===== src/hw/isa_pkg.sv =====
`default_nettype none

package isa_pkg;

   // Instruction word layout
   localparam int OPC_W   = 4;
   localparam int OPC_MSB = 31;
   localparam int DR_LSB  = 24;
   localparam int SR1_LSB = 20;
   localparam int SR2_LSB = 16;
   localparam int IMM_W   = 16;

   typedef enum logic [OPC_W-1:0] {
      OP_NOP  = 4'h0,
      OP_ADD  = 4'h1,
      OP_SUB  = 4'h2,
      OP_AND  = 4'h3,
      OP_OR   = 4'h4,
      OP_XOR  = 4'h5,
      OP_ADDI = 4'h6,
      OP_MOVI = 4'h7,
      OP_HLT  = 4'hf
   } opcode_t;

   typedef enum logic [2:0] {
      ALU_ADD   = 3'd0,
      ALU_SUB   = 3'd1,
      ALU_AND   = 3'd2,
      ALU_OR    = 3'd3,
      ALU_XOR   = 3'd4,
      ALU_PASSB = 3'd5
   } aluk_t;

   // EFLAGS bit positions, x86 layout
   localparam int FLAG_CF = 0;
   localparam int FLAG_ZF = 6;
   localparam int FLAG_SF = 7;
   localparam int FLAG_OF = 11;

endpackage

`default_nettype wire


===== src/hw/pipe_pkg.sv =====
`default_nettype none

package pipe_pkg;

   // Data path width
   localparam int WORD_W = 32;

   typedef logic [WORD_W-1:0] word_t;

   // Register numbering
   localparam int REG_ID_W = 3;
   localparam int NUM_GPR  = 1 << REG_ID_W;

   typedef logic [REG_ID_W-1:0] reg_id_t;

   // Edges from the sampling edge to retirement:
   // input register, decode, operand read, execute, writeback
   localparam int PIPE_LATENCY = 4;

endpackage

`default_nettype wire


===== src/hw/decode_stage.sv =====
`timescale 1ns/1ps
`default_nettype none

module decode_stage import isa_pkg::*, pipe_pkg::*; (
   input  logic    clk,
   input  logic    arst_n,
   input  logic    instr_valid,
   input  word_t   instr,
   output logic    d_valid,
   output aluk_t   d_aluk,
   output logic    d_wr,
   output logic    d_halt,
   output logic    d_use_imm,
   output reg_id_t d_dr,
   output reg_id_t d_sr1,
   output reg_id_t d_sr2,
   output word_t   d_imm
);

   logic    in_valid;
   word_t   in_instr;
   opcode_t opc;
   aluk_t   aluk;
   logic    wr;
   logic    halt;
   logic    use_imm;

   // Sampling edge of the pipeline
   always_ff @(posedge clk or negedge arst_n) begin
      if (!arst_n) begin
         in_valid <= 1'b0;
      end else begin
         in_valid <= instr_valid;
      end
   end

   always_ff @(posedge clk) begin
      in_instr <= instr;
   end

   assign opc = opcode_t'(in_instr[OPC_MSB -: OPC_W]);

   // Opcode to control bits, NOP and unknown codes do nothing
   always_comb begin
      aluk    = ALU_ADD;
      wr      = 1'b0;
      halt    = 1'b0;
      use_imm = 1'b0;
      case (opc)
         OP_ADD: wr = 1'b1;
         OP_SUB: begin
            aluk = ALU_SUB;
            wr   = 1'b1;
         end
         OP_AND: begin
            aluk = ALU_AND;
            wr   = 1'b1;
         end
         OP_OR: begin
            aluk = ALU_OR;
            wr   = 1'b1;
         end
         OP_XOR: begin
            aluk = ALU_XOR;
            wr   = 1'b1;
         end
         OP_ADDI: begin
            wr      = 1'b1;
            use_imm = 1'b1;
         end
         OP_MOVI: begin
            aluk    = ALU_PASSB;
            wr      = 1'b1;
            use_imm = 1'b1;
         end
         OP_HLT:  halt = 1'b1;
         default: halt = 1'b0;
      endcase
   end

   always_ff @(posedge clk or negedge arst_n) begin
      if (!arst_n) begin
         d_valid <= 1'b0;
         d_wr    <= 1'b0;
         d_halt  <= 1'b0;
      end else begin
         d_valid <= in_valid;
         d_wr    <= wr;
         d_halt  <= halt;
      end
   end

   // Decoded fields, imm16 sign extended
   always_ff @(posedge clk) begin
      d_aluk    <= aluk;
      d_use_imm <= use_imm;
      d_dr      <= in_instr[DR_LSB +: REG_ID_W];
      d_sr1     <= in_instr[SR1_LSB +: REG_ID_W];
      d_sr2     <= in_instr[SR2_LSB +: REG_ID_W];
      d_imm     <= {{(WORD_W-IMM_W){in_instr[IMM_W-1]}}, in_instr[IMM_W-1:0]};
   end

   // Source must only send the defined opcodes
   a_defined_opcode: assert property (@(posedge clk) disable iff (!arst_n)
      instr_valid |-> instr[OPC_MSB -: OPC_W] inside {OP_NOP, OP_ADD, OP_SUB, OP_AND,
                                                      OP_OR, OP_XOR, OP_ADDI, OP_MOVI,
                                                      OP_HLT});

endmodule

`default_nettype wire


===== src/hw/register_file.sv =====
`timescale 1ns/1ps
`default_nettype none

module register_file import pipe_pkg::*; (
   input  logic    clk,
   input  logic    arst_n,
   input  reg_id_t ra1,
   input  reg_id_t ra2,
   output word_t   rd1,
   output word_t   rd2,
   input  logic    we,
   input  reg_id_t wa,
   input  word_t   wd
);

   word_t regs [NUM_GPR];

   // Single write port from writeback
   always_ff @(posedge clk or negedge arst_n) begin
      if (!arst_n) begin
         for (int i = 0; i < NUM_GPR; i++) begin
            regs[i] <= '0;
         end
      end else if (we) begin
         regs[wa] <= wd;
      end
   end

   // Reads are combinational, the forwarding mux sits after them
   assign rd1 = regs[ra1];
   assign rd2 = regs[ra2];

   // A write to an unknown register would corrupt the whole file
   a_known_waddr: assert property (@(posedge clk) disable iff (!arst_n)
      we |-> !$isunknown(wa));

endmodule

`default_nettype wire


===== src/hw/operand_read.sv =====
`timescale 1ns/1ps
`default_nettype none

module operand_read import isa_pkg::*, pipe_pkg::*; (
   input  logic    clk,
   input  logic    arst_n,
   input  logic    d_valid,
   input  aluk_t   d_aluk,
   input  logic    d_wr,
   input  logic    d_halt,
   input  logic    d_use_imm,
   input  reg_id_t d_dr,
   input  reg_id_t d_sr1,
   input  reg_id_t d_sr2,
   input  word_t   d_imm,
   output reg_id_t rf_ra1,
   output reg_id_t rf_ra2,
   input  word_t   rf_rd1,
   input  word_t   rf_rd2,
   input  logic    ex_fwd_valid,
   input  reg_id_t ex_fwd_dr,
   input  word_t   ex_fwd_data,
   input  logic    wb_fwd_valid,
   input  reg_id_t wb_fwd_dr,
   input  word_t   wb_fwd_data,
   output logic    o_valid,
   output aluk_t   o_aluk,
   output logic    o_wr,
   output logic    o_halt,
   output reg_id_t o_dr,
   output word_t   o_a,
   output word_t   o_b
);

   word_t src_a;
   word_t src_b;

   // Youngest producer wins: execute, then the writeback latch, then the file
   function automatic word_t resolve(input reg_id_t sr, input word_t rf_val);
      if (ex_fwd_valid && ex_fwd_dr == sr) begin
         return ex_fwd_data;
      end else if (wb_fwd_valid && wb_fwd_dr == sr) begin
         return wb_fwd_data;
      end
      return rf_val;
   endfunction

   assign rf_ra1 = d_sr1;
   assign rf_ra2 = d_sr2;

   always_comb begin
      src_a = resolve(d_sr1, rf_rd1);
      src_b = d_use_imm ? d_imm : resolve(d_sr2, rf_rd2);
   end

   always_ff @(posedge clk or negedge arst_n) begin
      if (!arst_n) begin
         o_valid <= 1'b0;
         o_wr    <= 1'b0;
         o_halt  <= 1'b0;
      end else begin
         o_valid <= d_valid;
         o_wr    <= d_wr;
         o_halt  <= d_halt;
      end
   end

   always_ff @(posedge clk) begin
      o_aluk <= d_aluk;
      o_dr   <= d_dr;
      o_a    <= src_a;
      o_b    <= src_b;
   end

endmodule

`default_nettype wire


===== src/hw/execute.sv =====
`timescale 1ns/1ps
`default_nettype none

module execute import isa_pkg::*, pipe_pkg::*; (
   input  logic    clk,
   input  logic    arst_n,
   input  logic    o_valid,
   input  aluk_t   o_aluk,
   input  logic    o_wr,
   input  logic    o_halt,
   input  reg_id_t o_dr,
   input  word_t   o_a,
   input  word_t   o_b,
   output logic    ex_fwd_valid,
   output reg_id_t ex_fwd_dr,
   output word_t   ex_fwd_data,
   output logic    wb_fwd_valid,
   output reg_id_t wb_fwd_dr,
   output word_t   wb_fwd_data,
   output logic    x_valid,
   output logic    x_wr,
   output logic    x_halt,
   output reg_id_t x_dr,
   output word_t   x_data,
   output word_t   x_flags
);

   logic [WORD_W:0] wide;
   word_t           res;
   word_t           flags;
   logic            cf;
   logic            of;

   // Carry or borrow lands in the extra top bit
   always_comb begin
      wide = '0;
      res  = '0;
      cf   = 1'b0;
      of   = 1'b0;
      case (o_aluk)
         ALU_ADD: begin
            wide = {1'b0, o_a} + {1'b0, o_b};
            res  = wide[WORD_W-1:0];
            cf   = wide[WORD_W];
            of   = (o_a[WORD_W-1] == o_b[WORD_W-1]) && (res[WORD_W-1] != o_a[WORD_W-1]);
         end
         ALU_SUB: begin
            wide = {1'b0, o_a} - {1'b0, o_b};
            res  = wide[WORD_W-1:0];
            cf   = wide[WORD_W];
            of   = (o_a[WORD_W-1] != o_b[WORD_W-1]) && (res[WORD_W-1] != o_a[WORD_W-1]);
         end
         ALU_AND:   res = o_a & o_b;
         ALU_OR:    res = o_a | o_b;
         ALU_XOR:   res = o_a ^ o_b;
         ALU_PASSB: res = o_b;
         default:   res = o_b;
      endcase
   end

   always_comb begin
      flags          = '0;
      flags[FLAG_CF] = cf;
      flags[FLAG_ZF] = (res == '0);
      flags[FLAG_SF] = res[WORD_W-1];
      flags[FLAG_OF] = of;
   end

   // Result still in flight, one instruction ahead of operand read
   assign ex_fwd_valid = o_valid && o_wr;
   assign ex_fwd_dr    = o_dr;
   assign ex_fwd_data  = res;

   // Two ahead, sitting in the writeback latch
   assign wb_fwd_valid = x_valid && x_wr;
   assign wb_fwd_dr    = x_dr;
   assign wb_fwd_data  = x_data;

   always_ff @(posedge clk or negedge arst_n) begin
      if (!arst_n) begin
         x_valid <= 1'b0;
         x_wr    <= 1'b0;
         x_halt  <= 1'b0;
      end else begin
         x_valid <= o_valid;
         x_wr    <= o_wr;
         x_halt  <= o_halt;
      end
   end

   always_ff @(posedge clk) begin
      x_dr    <= o_dr;
      x_data  <= res;
      x_flags <= flags;
   end

endmodule

`default_nettype wire


===== src/hw/writeback.sv =====
`timescale 1ns/1ps
`default_nettype none

module writeback import pipe_pkg::*; (
   input  logic    clk,
   input  logic    arst_n,
   input  logic    x_valid,
   input  logic    x_wr,
   input  logic    x_halt,
   input  reg_id_t x_dr,
   input  word_t   x_data,
   input  word_t   x_flags,
   output logic    rf_we,
   output reg_id_t rf_wa,
   output word_t   rf_wd,
   output logic    retire_valid,
   output logic    retire_wr,
   output reg_id_t retire_dr,
   output word_t   retire_data,
   output word_t   retire_flags,
   output logic    halted
);

   word_t eflags;

   // Nothing is written once halted
   assign rf_we = x_valid && x_wr && !halted;
   assign rf_wa = x_dr;
   assign rf_wd = x_data;

   always_ff @(posedge clk or negedge arst_n) begin
      if (!arst_n) begin
         eflags       <= '0;
         halted       <= 1'b0;
         retire_valid <= 1'b0;
         retire_wr    <= 1'b0;
      end else begin
         // Flags follow the register writes only
         if (rf_we) begin
            eflags <= x_flags;
         end
         if (x_valid && x_halt) begin
            halted <= 1'b1;
         end
         retire_valid <= x_valid && !halted;
         retire_wr    <= x_wr;
      end
   end

   always_ff @(posedge clk) begin
      retire_dr   <= x_dr;
      retire_data <= x_data;
   end

   // EFLAGS as seen after the retiring instruction
   assign retire_flags = eflags;

   // HLT itself retires, nothing after it does
   a_no_retire_halted: assert property (@(posedge clk) disable iff (!arst_n)
      $past(halted) |-> !retire_valid);

endmodule

`default_nettype wire


===== src/hw/pipeline.sv =====
`timescale 1ns/1ps
`default_nettype none

module pipeline import isa_pkg::*, pipe_pkg::*; (
   input  logic    clk,
   input  logic    arst_n,
   input  logic    instr_valid,
   input  word_t   instr,
   output logic    retire_valid,
   output logic    retire_wr,
   output reg_id_t retire_dr,
   output word_t   retire_data,
   output word_t   retire_flags,
   output logic    halted
);

   // Decode to operand read
   logic    d_valid, d_wr, d_halt, d_use_imm;
   aluk_t   d_aluk;
   reg_id_t d_dr, d_sr1, d_sr2;
   word_t   d_imm;

   // Operand read to execute
   logic    o_valid, o_wr, o_halt;
   aluk_t   o_aluk;
   reg_id_t o_dr;
   word_t   o_a, o_b;

   // Execute to writeback
   logic    x_valid, x_wr, x_halt;
   reg_id_t x_dr;
   word_t   x_data, x_flags;

   // Forwarding paths back into operand read
   logic    ex_fwd_valid, wb_fwd_valid;
   reg_id_t ex_fwd_dr, wb_fwd_dr;
   word_t   ex_fwd_data, wb_fwd_data;

   // Register file ports
   reg_id_t rf_ra1, rf_ra2, rf_wa;
   word_t   rf_rd1, rf_rd2, rf_wd;
   logic    rf_we;

   decode_stage u_decode_stage (.*);

   operand_read u_operand_read (.*);

   register_file u_register_file (
      .clk    (clk),
      .arst_n (arst_n),
      .ra1    (rf_ra1),
      .ra2    (rf_ra2),
      .rd1    (rf_rd1),
      .rd2    (rf_rd2),
      .we     (rf_we),
      .wa     (rf_wa),
      .wd     (rf_wd)
   );

   execute u_execute (.*);

   writeback u_writeback (.*);

endmodule

`default_nettype wire


===== config.mk =====
export PLATFORM = sky130hd
export DESIGN_NAME = pipeline
export DESIGN_NICKNAME = d
export VERILOG_FILES = /design/src/hw/isa_pkg.sv /design/src/hw/pipe_pkg.sv /design/src/hw/decode_stage.sv /design/src/hw/register_file.sv /design/src/hw/operand_read.sv /design/src/hw/execute.sv /design/src/hw/writeback.sv /design/src/hw/pipeline.sv
export SDC_FILE = /design/constraint.sdc
export NUM_CORES = 1
export LEC_CHECK = 0
export BUFFER_PORTS_ARGS = -buffer_cell sky130_fd_sc_hd__buf_2
export CORE_ASPECT_RATIO = 0.75
export CORE_MARGIN = 1.5
export CORE_UTILIZATION = 55
export DETAILED_ROUTE_END_ITERATION = 8
export HOLD_SLACK_MARGIN = 0.15
export PLACE_DENSITY = 0.73
export SYNTH_ARGS = -nofsm -noshare
export SYNTH_HDL_FRONTEND = slang
export SYNTH_HIERARCHICAL = 1
export SYNTH_SLANG_ARGS = --single-unit

===== constraint.sdc =====
create_clock -name clk -period 4 [get_ports clk]
set_clock_uncertainty 0.1 [all_clocks]
set_input_delay 0.2 -clock clk [delete_from_list [all_inputs] [get_ports clk]]
set_output_delay 0.2 -clock clk [all_outputs]
set_load 0.01 [all_outputs]

==> impl_metrics.tcl <==
set metrics [dict create \
    startpoint_type "register" \
    final_core_util_pct 63.7 \
    wl_per_cell_um 24.3 \
    arrival_ns 4.46 \
    io_pins 105 \
    syn_to_final_growth_pct 14.7 \
    diodes 0 \
    cp_num_buf_inv 4 \
    hp-class "in -> async" \
    synth-seq-cells 502 \
    syn_inst 2366 \
    setup_ws_ns -0.0291 \
    synth_seq_area_share_pct 40.5 \
    path_clk_slew_ns 0.07 \
    drt_first_pass_iters 5 \
    fmax_mhz 248 \
    grt_antenna_before_repair 3 \
    yosysWarningCount 6 \
    detail_route.wirelength_um 80000 \
    clock_latency_ns 0.62 \
    rsz0062_at_grt "true" \
    finalCritPeriodShare_pct 101 \
    place_area_um2 30100 \
    wl_met3_um 7830 \
    place_ws_ns -0.361 \
    grt_overflow_total 0 \
    ctsRootBufferMaster "clkbuf_16" \
    coreArea_um2 51300 \
    vias 20400 \
    path_class "reg -> reg" \
    hold_viol 0 \
    grt_max_degree 109 \
    synth_top_cell_by_area "dfrtp_1" \
    cp_max_fo 4 \
    multi_input_area_um2 15300 \
    r2r_end "u_execute/x_flags[6]$_DFF_P_" \
    start_util_pct 55.6 \
    total_power_mw 25.3 \
    clk_path_buf_depth 3 \
    synth-edff-count 0 \
    ys.flop_type "dfrtp_1" \
    grt_pass1_vias 20600 \
    cts_made_buffers 50 \
    die_y_um 200 \
    fillCellCount 3817 \
    rr_startpoint "u_operand_read/o_a[8]$_DFF_P_" \
    grt_pass1_wl_um 123000 \
    met1_length_um 35900 \
    finish.instance_area_um2 32700 \
    cts_tree "yes" \
    power_frac_clock_pct 17.9 \
    rr_worst_depth 16 \
    drive_gt1_share_pct 37.7 \
    rows 72 \
    seqPwrFrac_pct 33.7 \
    worst_path_largest_cell_delay_ns 0.57 \
    via_per_inst 6.19 \
    cts_sinks 502 \
    critPathCaptureType "register" \
    postRouteAntennaNets 0 \
    ir_worst_vdd_mv 0.398 \
    comb_power_share_pct 48.4 \
    p_sw_mw 9.75 \
    cp_slowest_cell "or4_4" \
    maxCapViolations 0 \
    p_leak_nw 15.2 \
    fin_nets 2726 \
    setup_viol 1 \
    drc 0 \
    grt_use_total_pct 30.1 \
    switching_share_pct 38.5 \
    async_reset_ff_share_pct 60.0 \
    io_buffers 101 \
    internal_power_mw 15.6 \
    slew_headroom_pct 39.0 \
    crit_family "simple AND/OR/NAND/NOR gates" \
    violations "setup timing" \
    dr_wl_met2_um 34300 \
    dp_cells 3128 \
    syn_area_um2 28500 \
    die_w_um 266 \
    worstMarginPinSlew_ns 0.915 \
    drt_iter0_markers 1757 \
    slew_viol_final 0 \
    dp_hpwl_um 55100 \
    pwr_density_cell_nw_per_um2 774 \
    r2r_slack_ns -0.03 \
    path_cells "inv_1 > ha_2 > inv_1 > buf_4 > a21oi_2 > nand2_1 > o211ai_1 > o311ai_4 > buf_4 > nor2_2 > nor2_1 > or4b_1 > or4_4 > nor4_4 > nand4bb_1 > nor4_2" \
    fin_cells 3290 \
    cp.depth 16 \
    layout_min_cycle_time_ns 4.03 \
    status "finished with violations" \
    synth.top_cell.area_share_pct 26.4 \
    topRoutingLayerUsed "met4" \
    place_congestion 0.971 \
    fp.dieArea_um2 53300 \
    cts_max_level 2 \
    avgSynthCellArea_um2 12.1 \
    ys_top_cells_by_area "dfrtp_1 (26%), dfxtp_1 (14%), mux2_2 (13%)" \
    synth_cell_type_count 102 \
    cp_data_required_time_ns 4.43 \
    seqCellArea_um2 11600 \
]
-- cell usage in the layout (no fill, tap or decap), types with 21 or more instances in the layout --
cell type,instances
buf_4,252
nor2_1,75
nand3_1,21
mux2_4,86
mux4_1,80
a21oi_1,94
mux4_2,49
o21ai_0,71
mux2_2,322
buf_2,100
clkbuf_1,21
dfxtp_1,188
nand2_1,142
dlygate4sd3_1,61
dfrtp_1,301
clkbuf_16,50
xnor2_1,30
inv_1,102
ha_1,90
conb_1,28
o221ai_1,38
mux2i_1,40
-- synthesized netlist by cell type, types with 38 or more instances --
cell type,n
a21oi_1,99
buf_4,143
clkbuf_1,56
dfrtp_1,301
dfxtp_1,201
ha_1,104
inv_1,105
mux2_2,322
mux2_4,86
mux2i_1,40
mux4_1,80
mux4_2,49
nand2_1,145
nor2_1,78
o21ai_0,74
o221ai_1,38
-- worst max path at each step --
stage                                  startpoint                           end  slack, ns
floorplan           u_operand_read/o_a[0]$_DFF_P_  u_execute/x_flags[6]$_DFF_P_       0.10
global placement    u_operand_read/o_a[0]$_DFF_P_  u_execute/x_flags[6]$_DFF_P_      -0.29
detailed placement  u_operand_read/o_a[0]$_DFF_P_  u_execute/x_flags[6]$_DFF_P_      -0.36
CTS                 u_operand_read/o_a[0]$_DFF_P_  u_execute/x_flags[6]$_DFF_P_      -0.02
global route        u_operand_read/o_a[8]$_DFF_P_  u_execute/x_flags[6]$_DFF_P_      -0.19
finish              u_operand_read/o_a[8]$_DFF_P_  u_execute/x_flags[6]$_DFF_P_      -0.03
-- routing by layer --
metal  vias to the layer above  track usage (%)
met5                         -                0
met4                         0             9.01
met3                       117             7.40
met2                       945             43.6
met1                     10300             44.4
li1                       9039                -
-- cell type report --
type / instances / share of cell area [%]
Multi-Input combinational cell: 1506 / 46.6
Tap cell: 666 / 2.55
Clock buffer: 79 / 4.40
Timing Repair Buffer: 419 / 9.47
Inverter: 106 / 1.23
Clock inverter: 12 / 0.352
Sequential cell: 502 / 35.4
-- sequential cells by signal (all words and copies together), names as in the netlist, 3 cells and up --
signal,flops
u_decode_stage/d_aluk,3
u_register_file/regs,256
u_operand_read/o_aluk,3
u_execute/wb_fwd_data,31
u_execute/wb_fwd_dr,3
u_operand_read/o_dr,3
u_writeback/retire_flags,32
u_decode_stage/d_sr1,3
u_decode_stage/in_instr,29
u_operand_read/o_a,32
u_decode_stage/d_sr2,3
u_writeback/retire_data,32
u_execute/x_flags,4
u_decode_stage/d_dr,3
u_decode_stage/d_imm,16
u_writeback/retire_dr,3
u_operand_read/o_b,32
-- logic make-up (layout without fill, tap and decap cells) --
group / count (synthesis) / in the layout / synth area share, %
other: 1 / 28 / 0.0131
AND/OR/NAND/NOR: 358 / 358 / 6.19
flip-flops: 502 / 502 / 40.5
XOR/XNOR: 30 / 30 / 0.921
adder cells (fa/ha/maj): 106 / 106 / 4.70
multiplexers: 586 / 586 / 30.2
AO/OA/AOI/OAI: 398 / 398 / 9.61
buffers and inverters: 385 / 616 / 7.81
-- per-stage QoR --
| stage | hold slack (ns) | setup TNS [ns] |
|---|---|---|
| after floorplan | -0.196 | 0 |
| after global placement | 0.178 | -0.512 |
| after detailed placement | 0.181 | -1.31 |
| after CTS | 0.160 | -0.0242 |
| after global routing | 0.184 | -0.605 |
| final | 0.137 | -0.0291 |
-- power by group through the flow --
stage	Clock, mW	Sequential [mW]	Combinational [mW]
after floorplan	0	7.82	7.55
after global placement	0	8.33	11.2
after detailed placement	0	8.54	11.3
after CTS	4.60	8.47	11.7
after global routing	4.81	8.77	13.2
final	4.52	8.55	12.3
-- timing repair --
action | in CTS | in global routing
pin swaps | 22 | 13
endpoints found under the setup margin | 11 | 17
hold buffers | 61 | 0
setup buffers | 9 | 1
endpoints found under the hold margin | 134 | 0
resized for setup | 44 | 40
No activity file was read; power rests on OpenSTA's default activity.
